<file path="config.mk">
export PLATFORM = sky130hd
export DESIGN_NAME = md_unit
export DESIGN_NICKNAME = d
export VERILOG_FILES = /design/src/md_pkg.sv /design/src/md_control.sv /design/src/md_step_counter.sv /design/src/md_operand_prep.sv /design/src/md_datapath.sv /design/src/md_unit.sv
export VERILOG_INCLUDE_DIRS = /design/src
export SDC_FILE = /design/constraint.sdc
export NUM_CORES = 1
export LEC_CHECK = 0
export BUFFER_PORTS_ARGS = -buffer_cell sky130_fd_sc_hd__buf_4
export CAP_MARGIN = 20
export CORE_MARGIN = 3
export CORE_UTILIZATION = 43
export CTS_BUF_LIST = sky130_fd_sc_hd__clkbuf_2 sky130_fd_sc_hd__clkbuf_4 sky130_fd_sc_hd__clkbuf_8
export CTS_CLUSTER_SIZE = 16
export DETAILED_ROUTE_END_ITERATION = 16
export GPL_ROUTABILITY_DRIVEN = 0
export GPL_TIMING_DRIVEN = 0
export PLACE_DENSITY = 0.67
export SLEW_MARGIN = 5
export SYNTH_ARGS = -nofsm -noshare
export SYNTH_HDL_FRONTEND = slang
export SYNTH_SLANG_ARGS = --single-unit
</file>
<file path="constraint.sdc">
create_clock -name clk -period 5.6 [get_ports clk]
set_clock_uncertainty 0.15 [all_clocks]
set_input_delay 0.56 -clock clk [delete_from_list [all_inputs] [get_ports clk]]
set_output_delay 0.56 -clock clk [all_outputs]
set_load 0.03 [all_outputs]
</file>
<file path="src/md_config.svh">
`ifndef MD_CONFIG_SVH
`define MD_CONFIG_SVH

// operand and result width, fixed by RV32M
`define MD_XLEN     32
// physical register tag from the rename stage
`define MD_PHY_W    8
`define MD_INUM_W   32

// one step per bit, so the counter spans MD_XLEN steps
`define MD_CNT_W    5
`define MD_LATENCY  35  // start edge to done cycle

`endif

</file>
<file path="src/md_pkg.sv">
`include "md_config.svh"

package md_pkg;

    // funct3 of the M extension
    typedef enum logic [2:0] {
        OP_MUL    = 3'b000,
        OP_MULH   = 3'b001,
        OP_MULHSU = 3'b010,
        OP_MULHU  = 3'b011,
        OP_DIV    = 3'b100,
        OP_DIVU   = 3'b101,
        OP_REM    = 3'b110,
        OP_REMU   = 3'b111
    } md_op_e;

    typedef enum logic [2:0] {
        IDLE = 3'd0,
        PREP = 3'd1,
        RUN  = 3'd2,
        FIX  = 3'd3,
        DONE = 3'd4
    } md_phase_e;

    typedef struct packed {
        md_op_e                 op;
        logic [`MD_XLEN-1:0]    a;
        logic [`MD_XLEN-1:0]    b;
        logic [`MD_PHY_W-1:0]   phy;
        logic [`MD_INUM_W-1:0]  inst_num;
    } md_issue_t;

    typedef struct packed {
        logic [`MD_XLEN-1:0]    data;
        logic [`MD_PHY_W-1:0]   phy;
        logic [`MD_INUM_W-1:0]  inst_num;
    } md_result_t;

    typedef struct packed {
        logic [`MD_XLEN-1:0]    mag_a;
        logic [`MD_XLEN-1:0]    mag_b;
        logic                   is_div;
        logic                   sel_hi;      // high product half or remainder
        logic                   negate;
        logic                   special;
        logic [`MD_XLEN-1:0]    special_val;
    } md_prep_t;

endpackage

</file>
<file path="src/md_control.sv">
`timescale 1ns/1ns
`include "md_config.svh"

module md_control
    import md_pkg::*;
(
    input  logic      clk,
    input  logic      rst_n,
    input  logic      start,
    input  logic      flush,
    input  logic      last,
    output md_phase_e phase,
    output logic      busy,
    output logic      done
);

    md_phase_e phase_nx;

    always_comb begin
        phase_nx = phase;
        case (phase)
            IDLE: begin
                if (start) begin
                    phase_nx = PREP;
                end
            end
            PREP: begin
                phase_nx = RUN;     // operands settle in one cycle
            end
            RUN: begin
                if (last) begin
                    phase_nx = FIX;
                end
            end
            FIX: begin
                phase_nx = DONE;
            end
            DONE: begin
                phase_nx = IDLE;
            end
            default: begin
                phase_nx = IDLE;
            end
        endcase

        // exception flush from the core kills whatever is in flight
        if (flush) begin
            phase_nx = IDLE;
        end
    end

    always_ff @(posedge clk or negedge rst_n) begin
        if (!rst_n) begin
            phase <= IDLE;
        end else begin
            phase <= phase_nx;
        end
    end

    // start is only taken in IDLE, so busy also blocks re-issue
    assign busy = (phase != IDLE);
    assign done = (phase == DONE);    // single cycle, result on the bus

endmodule

</file>
<file path="src/md_step_counter.sv">
`timescale 1ns/1ns
`include "md_config.svh"

module md_step_counter
    import md_pkg::*;
(
    input  logic      clk,
    input  logic      rst_n,
    input  md_phase_e phase,
    output logic      last
);

    logic [`MD_CNT_W-1:0] step_q;

    always_ff @(posedge clk or negedge rst_n) begin
        if (!rst_n) begin
            step_q <= '0;
        end else if (phase == PREP) begin
            step_q <= '0;
        end else if (phase == RUN) begin
            step_q <= step_q + 1'b1;
        end
    end

    // all ones means this is the final bit step
    assign last = (phase == RUN) && (&step_q);

endmodule

</file>
<file path="src/md_operand_prep.sv">
`timescale 1ns/1ns
`include "md_config.svh"

module md_operand_prep
    import md_pkg::*;
(
    input  md_issue_t held,
    output md_prep_t  prep
);

    logic signed_a;
    logic signed_b;
    logic neg_a;
    logic neg_b;
    logic div_zero;
    logic div_ovf;

    always_comb begin
        signed_a    = 1'b0;
        signed_b    = 1'b0;
        prep.is_div = 1'b0;
        prep.sel_hi = 1'b0;
        case (held.op)
            OP_MUL: begin
                prep.sel_hi = 1'b0;
            end
            OP_MULH: begin
                signed_a    = 1'b1;
                signed_b    = 1'b1;
                prep.sel_hi = 1'b1;
            end
            OP_MULHSU: begin
                signed_a    = 1'b1;     // rs2 stays unsigned
                prep.sel_hi = 1'b1;
            end
            OP_MULHU: begin
                prep.sel_hi = 1'b1;
            end
            OP_DIV, OP_REM: begin
                signed_a    = 1'b1;
                signed_b    = 1'b1;
                prep.is_div = 1'b1;
                prep.sel_hi = (held.op == OP_REM);
            end
            default: begin              // DIVU, REMU
                prep.is_div = 1'b1;
                prep.sel_hi = (held.op == OP_REMU);
            end
        endcase

        neg_a = signed_a & held.a[`MD_XLEN-1];
        neg_b = signed_b & held.b[`MD_XLEN-1];

        prep.mag_a = neg_a ? -held.a : held.a;
        prep.mag_b = neg_b ? -held.b : held.b;

        // remainder follows the dividend, everything else the sign product
        prep.negate = (prep.is_div && prep.sel_hi) ? neg_a : (neg_a ^ neg_b);

        div_zero = (held.b == '0);
        div_ovf  = signed_a && (held.a == {1'b1, {(`MD_XLEN-1){1'b0}}}) && (&held.b);

        prep.special = prep.is_div && (div_zero || div_ovf);
        if (div_zero) begin
            prep.special_val = prep.sel_hi ? held.a : '1;
        end else begin
            prep.special_val = prep.sel_hi ? '0 : held.a;   // most negative by -1
        end
    end

endmodule

</file>
<file path="src/md_datapath.sv">
`timescale 1ns/1ns
`include "md_config.svh"

module md_datapath
    import md_pkg::*;
(
    input  logic       clk,
    input  logic       rst_n,
    input  logic       start,
    input  logic       busy,
    input  md_issue_t  issue,
    input  md_phase_e  phase,
    input  md_prep_t   prep,
    output md_issue_t  held,
    output md_result_t result
);

    logic [2*`MD_XLEN-1:0] prod_q;      // {upper partial sum, multiplier bits}
    logic [`MD_XLEN-1:0]   rem_q;
    logic [`MD_XLEN-1:0]   quo_q;

    logic [`MD_XLEN:0]     add_sum;
    logic [`MD_XLEN:0]     rem_shift;
    logic [`MD_XLEN:0]     rem_diff;
    logic [2*`MD_XLEN-1:0] prod_fix;
    logic [`MD_XLEN-1:0]   mul_sel;
    logic [`MD_XLEN-1:0]   div_pick;
    logic [`MD_XLEN-1:0]   div_sel;
    logic [`MD_XLEN-1:0]   fix_data;

    // held stays stable for the whole operation, prep is derived from it
    always_ff @(posedge clk) begin
        if (start && !busy) begin
            held <= issue;
        end
    end

    always_comb begin
        // shift-add step, adds multiplicand when the low bit is set
        add_sum = {1'b0, prod_q[2*`MD_XLEN-1:`MD_XLEN]}
                + (prod_q[0] ? {1'b0, prep.mag_a} : {(`MD_XLEN+1){1'b0}});

        // restoring divide step
        rem_shift = {rem_q, quo_q[`MD_XLEN-1]};
        rem_diff  = rem_shift - {1'b0, prep.mag_b};

        prod_fix = prep.negate ? -prod_q : prod_q;
        mul_sel  = prep.sel_hi ? prod_fix[2*`MD_XLEN-1:`MD_XLEN] : prod_fix[`MD_XLEN-1:0];

        div_pick = prep.sel_hi ? rem_q : quo_q;
        div_sel  = prep.negate ? -div_pick : div_pick;

        if (prep.special) begin
            fix_data = prep.special_val;
        end else if (prep.is_div) begin
            fix_data = div_sel;
        end else begin
            fix_data = mul_sel;
        end
    end

    always_ff @(posedge clk) begin
        if (phase == PREP) begin
            prod_q <= {{`MD_XLEN{1'b0}}, prep.mag_b};
            rem_q  <= '0;
            quo_q  <= prep.mag_a;           // dividend shifts out as quotient shifts in
        end else if (phase == RUN) begin
            if (prep.is_div) begin
                // borrow means the divisor did not fit, keep the shifted remainder
                if (rem_diff[`MD_XLEN]) begin
                    rem_q <= rem_shift[`MD_XLEN-1:0];
                end else begin
                    rem_q <= rem_diff[`MD_XLEN-1:0];
                end
                quo_q <= {quo_q[`MD_XLEN-2:0], ~rem_diff[`MD_XLEN]};
            end else begin
                prod_q <= {add_sum, prod_q[`MD_XLEN-1:1]};
            end
        end
    end

    always_ff @(posedge clk or negedge rst_n) begin
        if (!rst_n) begin
            result <= '0;
        end else if (phase == FIX) begin
            result.data     <= fix_data;
            result.phy      <= held.phy;
            result.inst_num <= held.inst_num;
        end
    end

endmodule

</file>
<file path="src/md_unit.sv">
`timescale 1ns/1ns
`include "md_config.svh"

module md_unit
    import md_pkg::*;
(
    input  logic       clk,
    input  logic       rst_n,
    input  logic       start,
    input  md_issue_t  issue,
    input  logic       flush,
    output logic       busy,
    output logic       done,
    output md_result_t result
);

    md_phase_e phase;
    logic      last;
    md_issue_t held;
    md_prep_t  prep;

    md_control u_control (
        .clk   (clk),
        .rst_n (rst_n),
        .start (start),
        .flush (flush),
        .last  (last),
        .phase (phase),
        .busy  (busy),
        .done  (done)
    );

    md_step_counter u_step_counter (
        .clk   (clk),
        .rst_n (rst_n),
        .phase (phase),
        .last  (last)
    );

    // sign handling on the captured op
    md_operand_prep u_operand_prep (
        .held (held),
        .prep (prep)
    );

    md_datapath u_datapath (
        .clk    (clk),
        .rst_n  (rst_n),
        .start  (start),
        .busy   (busy),
        .issue  (issue),
        .phase  (phase),
        .prep   (prep),
        .held   (held),
        .result (result)
    );

endmodule

</file>
Word level (Yosys, flattened, before mapping). Cells that the tools add are included.

Logic and storage cells: 96. Output and inout port bits: 74. Input bits: 111. Register bits after elaboration: 315.

Reduce and logical (&&, ||, !) cells: 26. Equal/unequal tests: 14. Bitwise operators: 5. Add/subtract/negate cells: 7. Mux-type cells: 30.

Operators with widths (number): two-way mux 32 bit (18); negation 32 bit (3); two-way mux 64 bit (1); negation 64 bit (1); adder 32 x 32 -> 33 bit (1); subtractor 33 x 32 -> 33 bit (1); == test 32 bit (second input constant) (1); zero test 32 bit (1); AND reduction 32 bit (1); == test 3 x 2 -> 1 bit (second input constant) (4); == test 3 bit (second input constant) (4); one-hot mux 3 bit (4 select lines) (1); two-way mux 5 bit (2); AND reduction 2 bit (5); two-way mux 3 bit (3); OR reduction 4 bit (2); == test 3 x 1 -> 1 bit (second input constant) (2); logical AND 1 bit (6); zero test 3 bit (2); inequality test 3 bit (second input constant) (2); OR reduction 3 bit (2); adder 5 x 1 -> 5 bit (second input constant) (1); AND reduction 5 bit (1); two-way mux 1 bit (4); other kinds (10) (13).

Longest topological paths before layout.
Depth after elaboration: 10. Mapped depth: 23. Depth with buffers taken out: 20.

Hierarchy. A second synthesis with hierarchy kept.

Cells, all modules: 2294. Area total of the unflattened synthesis: 20276.9 sq um.

Modules (own cells, without submodules): md_datapath (times used 1, area an instance 17909.7 sq um, sequential area each 8217.9 sq um, cells an instance 1978); md_operand_prep (times used 1, area an instance 1904.3 sq um, sequential area each 0.0 sq um, cells an instance 270); md_step_counter (times used 1, area an instance 324.1 sq um, sequential area each 125.1 sq um, cells an instance 35); md_control (times used 1, area an instance 138.9 sq um, sequential area each 75.1 sq um, cells an instance 11).

Least setup slack after synthesis. Ideal clock, no wire load.

Kind: reg2reg. From: reg u_control.phase[0]. To: reg u_datapath.held[0] (netlist name). Library setup time: 0.574 ns. Data required time: 4.876 ns. Stages on the path, launching flop included: 4. Arrival time: 5.537 ns. Clock period less this slack: 6.261 ns. Setup slack: -0.661 ns. Buffers on the path: 1. Cell sequence: dfrtp_1 -> clkbuf_1 -> or3_1 -> nor2_1.

Longest elaborated chain between the ends: 3.

RTL lines: from (decl) (RTL line md_control.sv:12) `output md_phase_e phase,`; from (signal assigned) (RTL line md_control.sv:56) `phase <= phase_nx;`; nonzero test 3 bit (RTL line md_control.sv:61) `assign busy = (phase != IDLE);`; via busy (RTL line md_unit.sv:12) `output logic busy,`; zero test 1 bit (RTL line md_datapath.sv:33) `if (start && !busy) begin`; logical AND 1 bit (RTL line md_datapath.sv:33).

The timed path passes the listed nets, and every way through them passes these cells. A chain may end at the register's enable or synchronous reset.

Worst setup path after layout.
From: reg u_datapath.held[106] (netlist name). To: reg u_datapath.result[70] (netlist name).

Longest elaborated chain between the ends: 10. Elaborated cells on any way between the ends: 35. Classes of those cells: add/sub: 1; eq/ne: 6; mux: 14; bitwise: 3; reduce/logical: 11.

RTL lines: branches (longest 9 deep; another with negation 32 bit); two-way mux 32 bit (*) (RTL line md_datapath.sv:53) `if (prep.special) begin`.

Every way passes the cells marked *.

==> flow_metrics.py <==
metrics = {
    "placement": {
        "hpwlAfterDp_mm": 54.9,
        "dp_worst_setup_slack_ps": -1850,
        "placed_cell_area_um2": 22200,
        "io_buffers": 184,
    },
    "global_route": {
        "grt_pass1_vias": 18601,
        "grt_max_degree": 81,
        "grtUsageTotal_pct": 28.7,
        "grt_pass1_wl_mm": 110,
        "antenna_found_initial": 3,
        "grt_overflow": 0,
    },
    "worst_setup_path": {
        "critPathMaxStageDelay_ps": 390,
        "required_ps": 6000,
        "path_max_fanout": 10,
        "cpMostUsedCell": "clkbuf_4",
        "cp_cell_sequence": "clkbuf_4 -> nor2b_1 -> nor2_4 -> clkbuf_4 -> clkbuf_4 -> clkbuf_4 -> clkbuf_4 -> mux2i_2 -> ha_1 -> nand4_1 -> nor3_4 -> nand4_1 -> o31ai_4 -> o21ai_0 -> a21oi_1 -> xor2_2 -> a211oi_2 -> o21ai_0",
        "crit_slowest_cell": "edfxtp_1",
        "cp.arrival_ps": 5860,
        "startpoint_type": "flop",
        "cp-end-kind": "flop",
        "worstSetupPathType": "reg -> reg",
        "crit_buf_inv": 5,
        "crit_family": "buffers and inverters",
    },
    "pwr": {
        "max-vdd-ir-drop_uv": 314,
        "power_density_nw_per_um2": 396,
        "p_leak_nw": 9.81,
    },
    "logic_synthesis": {
        "synth_top_area_cell": "edfxtp_1",
        "synth_top_cell_area_share_pct": 25.7,
        "syn-instance-count": 2175,
        "ys_ff_latch": 315,
        "synth_edf_count": 171,
        "async_flop_share_pct": 25.4,
        "synth_area_um2": 20000,
        "synth.distinct_cells": 90,
        "synth.area.top_cells": "edfxtp_1, dfrtp_1, dfxtp_1, o21ai_0, xnor2_1",
        "synth.avg_cell_area_um2": 9.18,
        "synth_nets": 2340,
        "synth-warning-count": 0,
        "synth_seq_area_share_pct": 42.2,
        "ys.flop_type": "edfxtp_1",
    },
    "floorplanning": {
        "start_util_pct": 43.8,
        "num_rows": 78,
        "dieHeight_um": 221,
        "core_area_um2": 45600,
        "dieArea_um2": 49000,
        "ios": 185,
        "die_w_um": 221,
    },
    "sta": {
        "worstMarginPinSlew_ps": 1190,
        "rsz0062_at_grt": "true",
        "hold_viol_final": 0,
        "finalMaxSlewViolations": 0,
        "timing.final.crit_share_pct": 97.5,
        "finalSetupViolations": 0,
        "relSlewSlack_pct": 20.1,
        "fmax_ghz": 0.183,
        "period_needed_ps": 5460,
        "setup_slack_ps": 139,
    },
    "cts": {
        "htree_levels": 2,
        "clock-root-buffer": "clkbuf_8",
        "clock_path_buffers": 3,
        "clkSinkCount": 315,
        "cts.clk_slew.worst_paths_ps": 70,
        "clock_latency_ps": 690,
        "cts_made_buffers": 56,
        "cts_tree": "yes",
    },
    "flow_run": {
        "drv_cap": 0,
    },
    "detailed_routing": {
        "wirelength_mm": 73.5,
        "wl_per_cell_um": 23.0,
        "viasPerCell": 6.10,
        "route.detailed.drc": 0,
        "via_count": 19440,
        "drt_iter0_drc": 2370,
        "drt-pass1-iter-count": 6,
        "ant_nets": 0,
    },
    "finish": {
        "synthToLayoutAreaGrowth_pct": 24.6,
        "final_layout_size_suffix_gt1_share_pct": 16.6,
        "n_antenna_cell": 0,
        "layout_commonest_cell": "nand2_1",
        "nNetsFinal": 2705,
        "most-common-layout-cells": "nand2_1, o21ai_0, buf_4, nor2_1, edfxtp_1",
        "fin_area_um2": 24900,
        "nFillCells": 3969,
    },
    "min_path": {
        "hp-class": "in -> reg",
    },
    "status": {
        "status": "finished clean",
    },
}
==> cell families after synthesis <==
kind of cell    count (synthesis)  synth area share (%)
xor+xnor                      230                  10.4
simple gates                  714                  16.9
buf+inv                       173                  3.49
flops                         315                  42.2
compound gates                596                  18.6
fa+ha+maj                      67                  4.11
mux                            80                  4.26
==> power breakdown <==
group | switching (W) | leakage (nW) | internal [W]
sequential | 0.000481 | 3.16 | 0.00296
combinational | 0.00249 | 5.98 | 0.00153
clock | 0.00106 | 0.661 | 0.00134
total | 0.00403 | 9.81 | 0.00583
==> Yosys cell counts, types with 7 or more instances <==
library cell,n
nand2_1,233
o21ai_0,210
nor2_1,194
edfxtp_1,171
a21oi_1,128
xnor2_1,119
xor2_1,105
clkbuf_1,97
dfrtp_1,80
dfxtp_1,64
nor3_1,57
ha_1,52
inv_1,48
nand3_1,41
mux2_2,40
mux2i_1,40
o31ai_1,35
o22ai_1,30
a211oi_1,29
or3_1,27
nor4_1,26
o41ai_1,26
or4_1,21
a31oi_1,20
nor2b_1,18
nand4_1,17
and2_1,15
o211ai_1,15
and3_1,14
a21o_1,13
buf_1,13
maj3_1,13
or2_2,12
buf_2,10
o21ai_1,10
nand2b_1,9
o21bai_1,7
==> final cells by class <==
cell class / count / area [µm²] / share of cell area (%)
plain buffers: 125 / 563 / 2.26
clock buffers: 88 / 1090 / 4.37
clock inverters: 17 / 160 / 0.644
inverters: 48 / 180 / 0.724
multi-input cells: 1687 / 11100 / 44.5
flip-flops and latches: 315 / 8420 / 33.8
well taps: 600 / 751 / 3.02
repair buffers: 307 / 2660 / 10.7
==> worst min-delay path: stages <==
cell and delay, ps:
buf_4 110, mux2i_1 120, nor4_1 60
==> repair_timing <==
item / 4_1_cts / 5_1_grt
setup endpoints to repair: 61 / 44
buffers inserted: 2 / 6
endpoints found under the hold margin: 177 / 0
hold buffers: 109 / 0
resized for setup: 26 / 43
pin swaps: 1 / 3
==> worst paths after layout <==
kind / start / end / slack [ps] / depth (start not counted)
max in group asynchronous: rst_n / u_datapath.result[22]$_DFFE_PN0N_ / 4330 / 3
worst min-delay path: start / u_control.phase[0]$_DFFE_PN0P_ / 110 / 3
min in group asynchronous: rst_n / u_datapath.result[31]$_DFFE_PN0N_ / 290 / 2
worst max register to register: u_datapath.held[106]$_DFFE_PP_ / u_datapath.result[70]$_DFFE_PN0N_ / 140 / 18
worst max-delay path: u_datapath.held[106]$_DFFE_PP_ / u_datapath.result[70]$_DFFE_PN0N_ / 140 / 18
worst min register to register: u_datapath.held[9]$_DFFE_PP_ / u_datapath.result[9]$_DFFE_PN0N_ / 320 / 1
==> flip-flops by register name (all words and copies together) (netlist names) <==
signal,cells
u_datapath.rem_q,32
u_datapath.held,107
u_datapath.prod_q,64
u_step_counter.step_q,5
u_control.phase,3
u_datapath.result,72
u_datapath.quo_q,32
==> through the flow <==
step	total power [W]	setup TNS (ps)	hold WS, ps	cells	util, %
finish	0.00985	0	107	3187	54.6
global route	0.0103	-96.9	84.1	3187	54.6
CTS	0.00970	0	66.3	3180	54.1
detailed placement	0.00722	-32430	314	2964	48.7
global placement	0.00713	-52900	308	2959	48.5
floorplan	0.00583	0	114	2175	-
==> metal layers <==
| layer | share of wire [%] | wire length [µm] | track usage [%] | vias up |
|---|---|---|---|---|
| li1 | - | - | - | 8716 |
| met1 | 37 | 27500 | 36.8 | 9303 |
| met2 | 45 | 33200 | 45.5 | 1165 |
| met3 | 12 | 8670 | 7.32 | 252 |
| met4 | 5.5 | 4060 | 13.7 | 4 |
| met5 | 0.030 | 22 | 0 | - |
No activity file was read; power rests on OpenSTA's default activity.
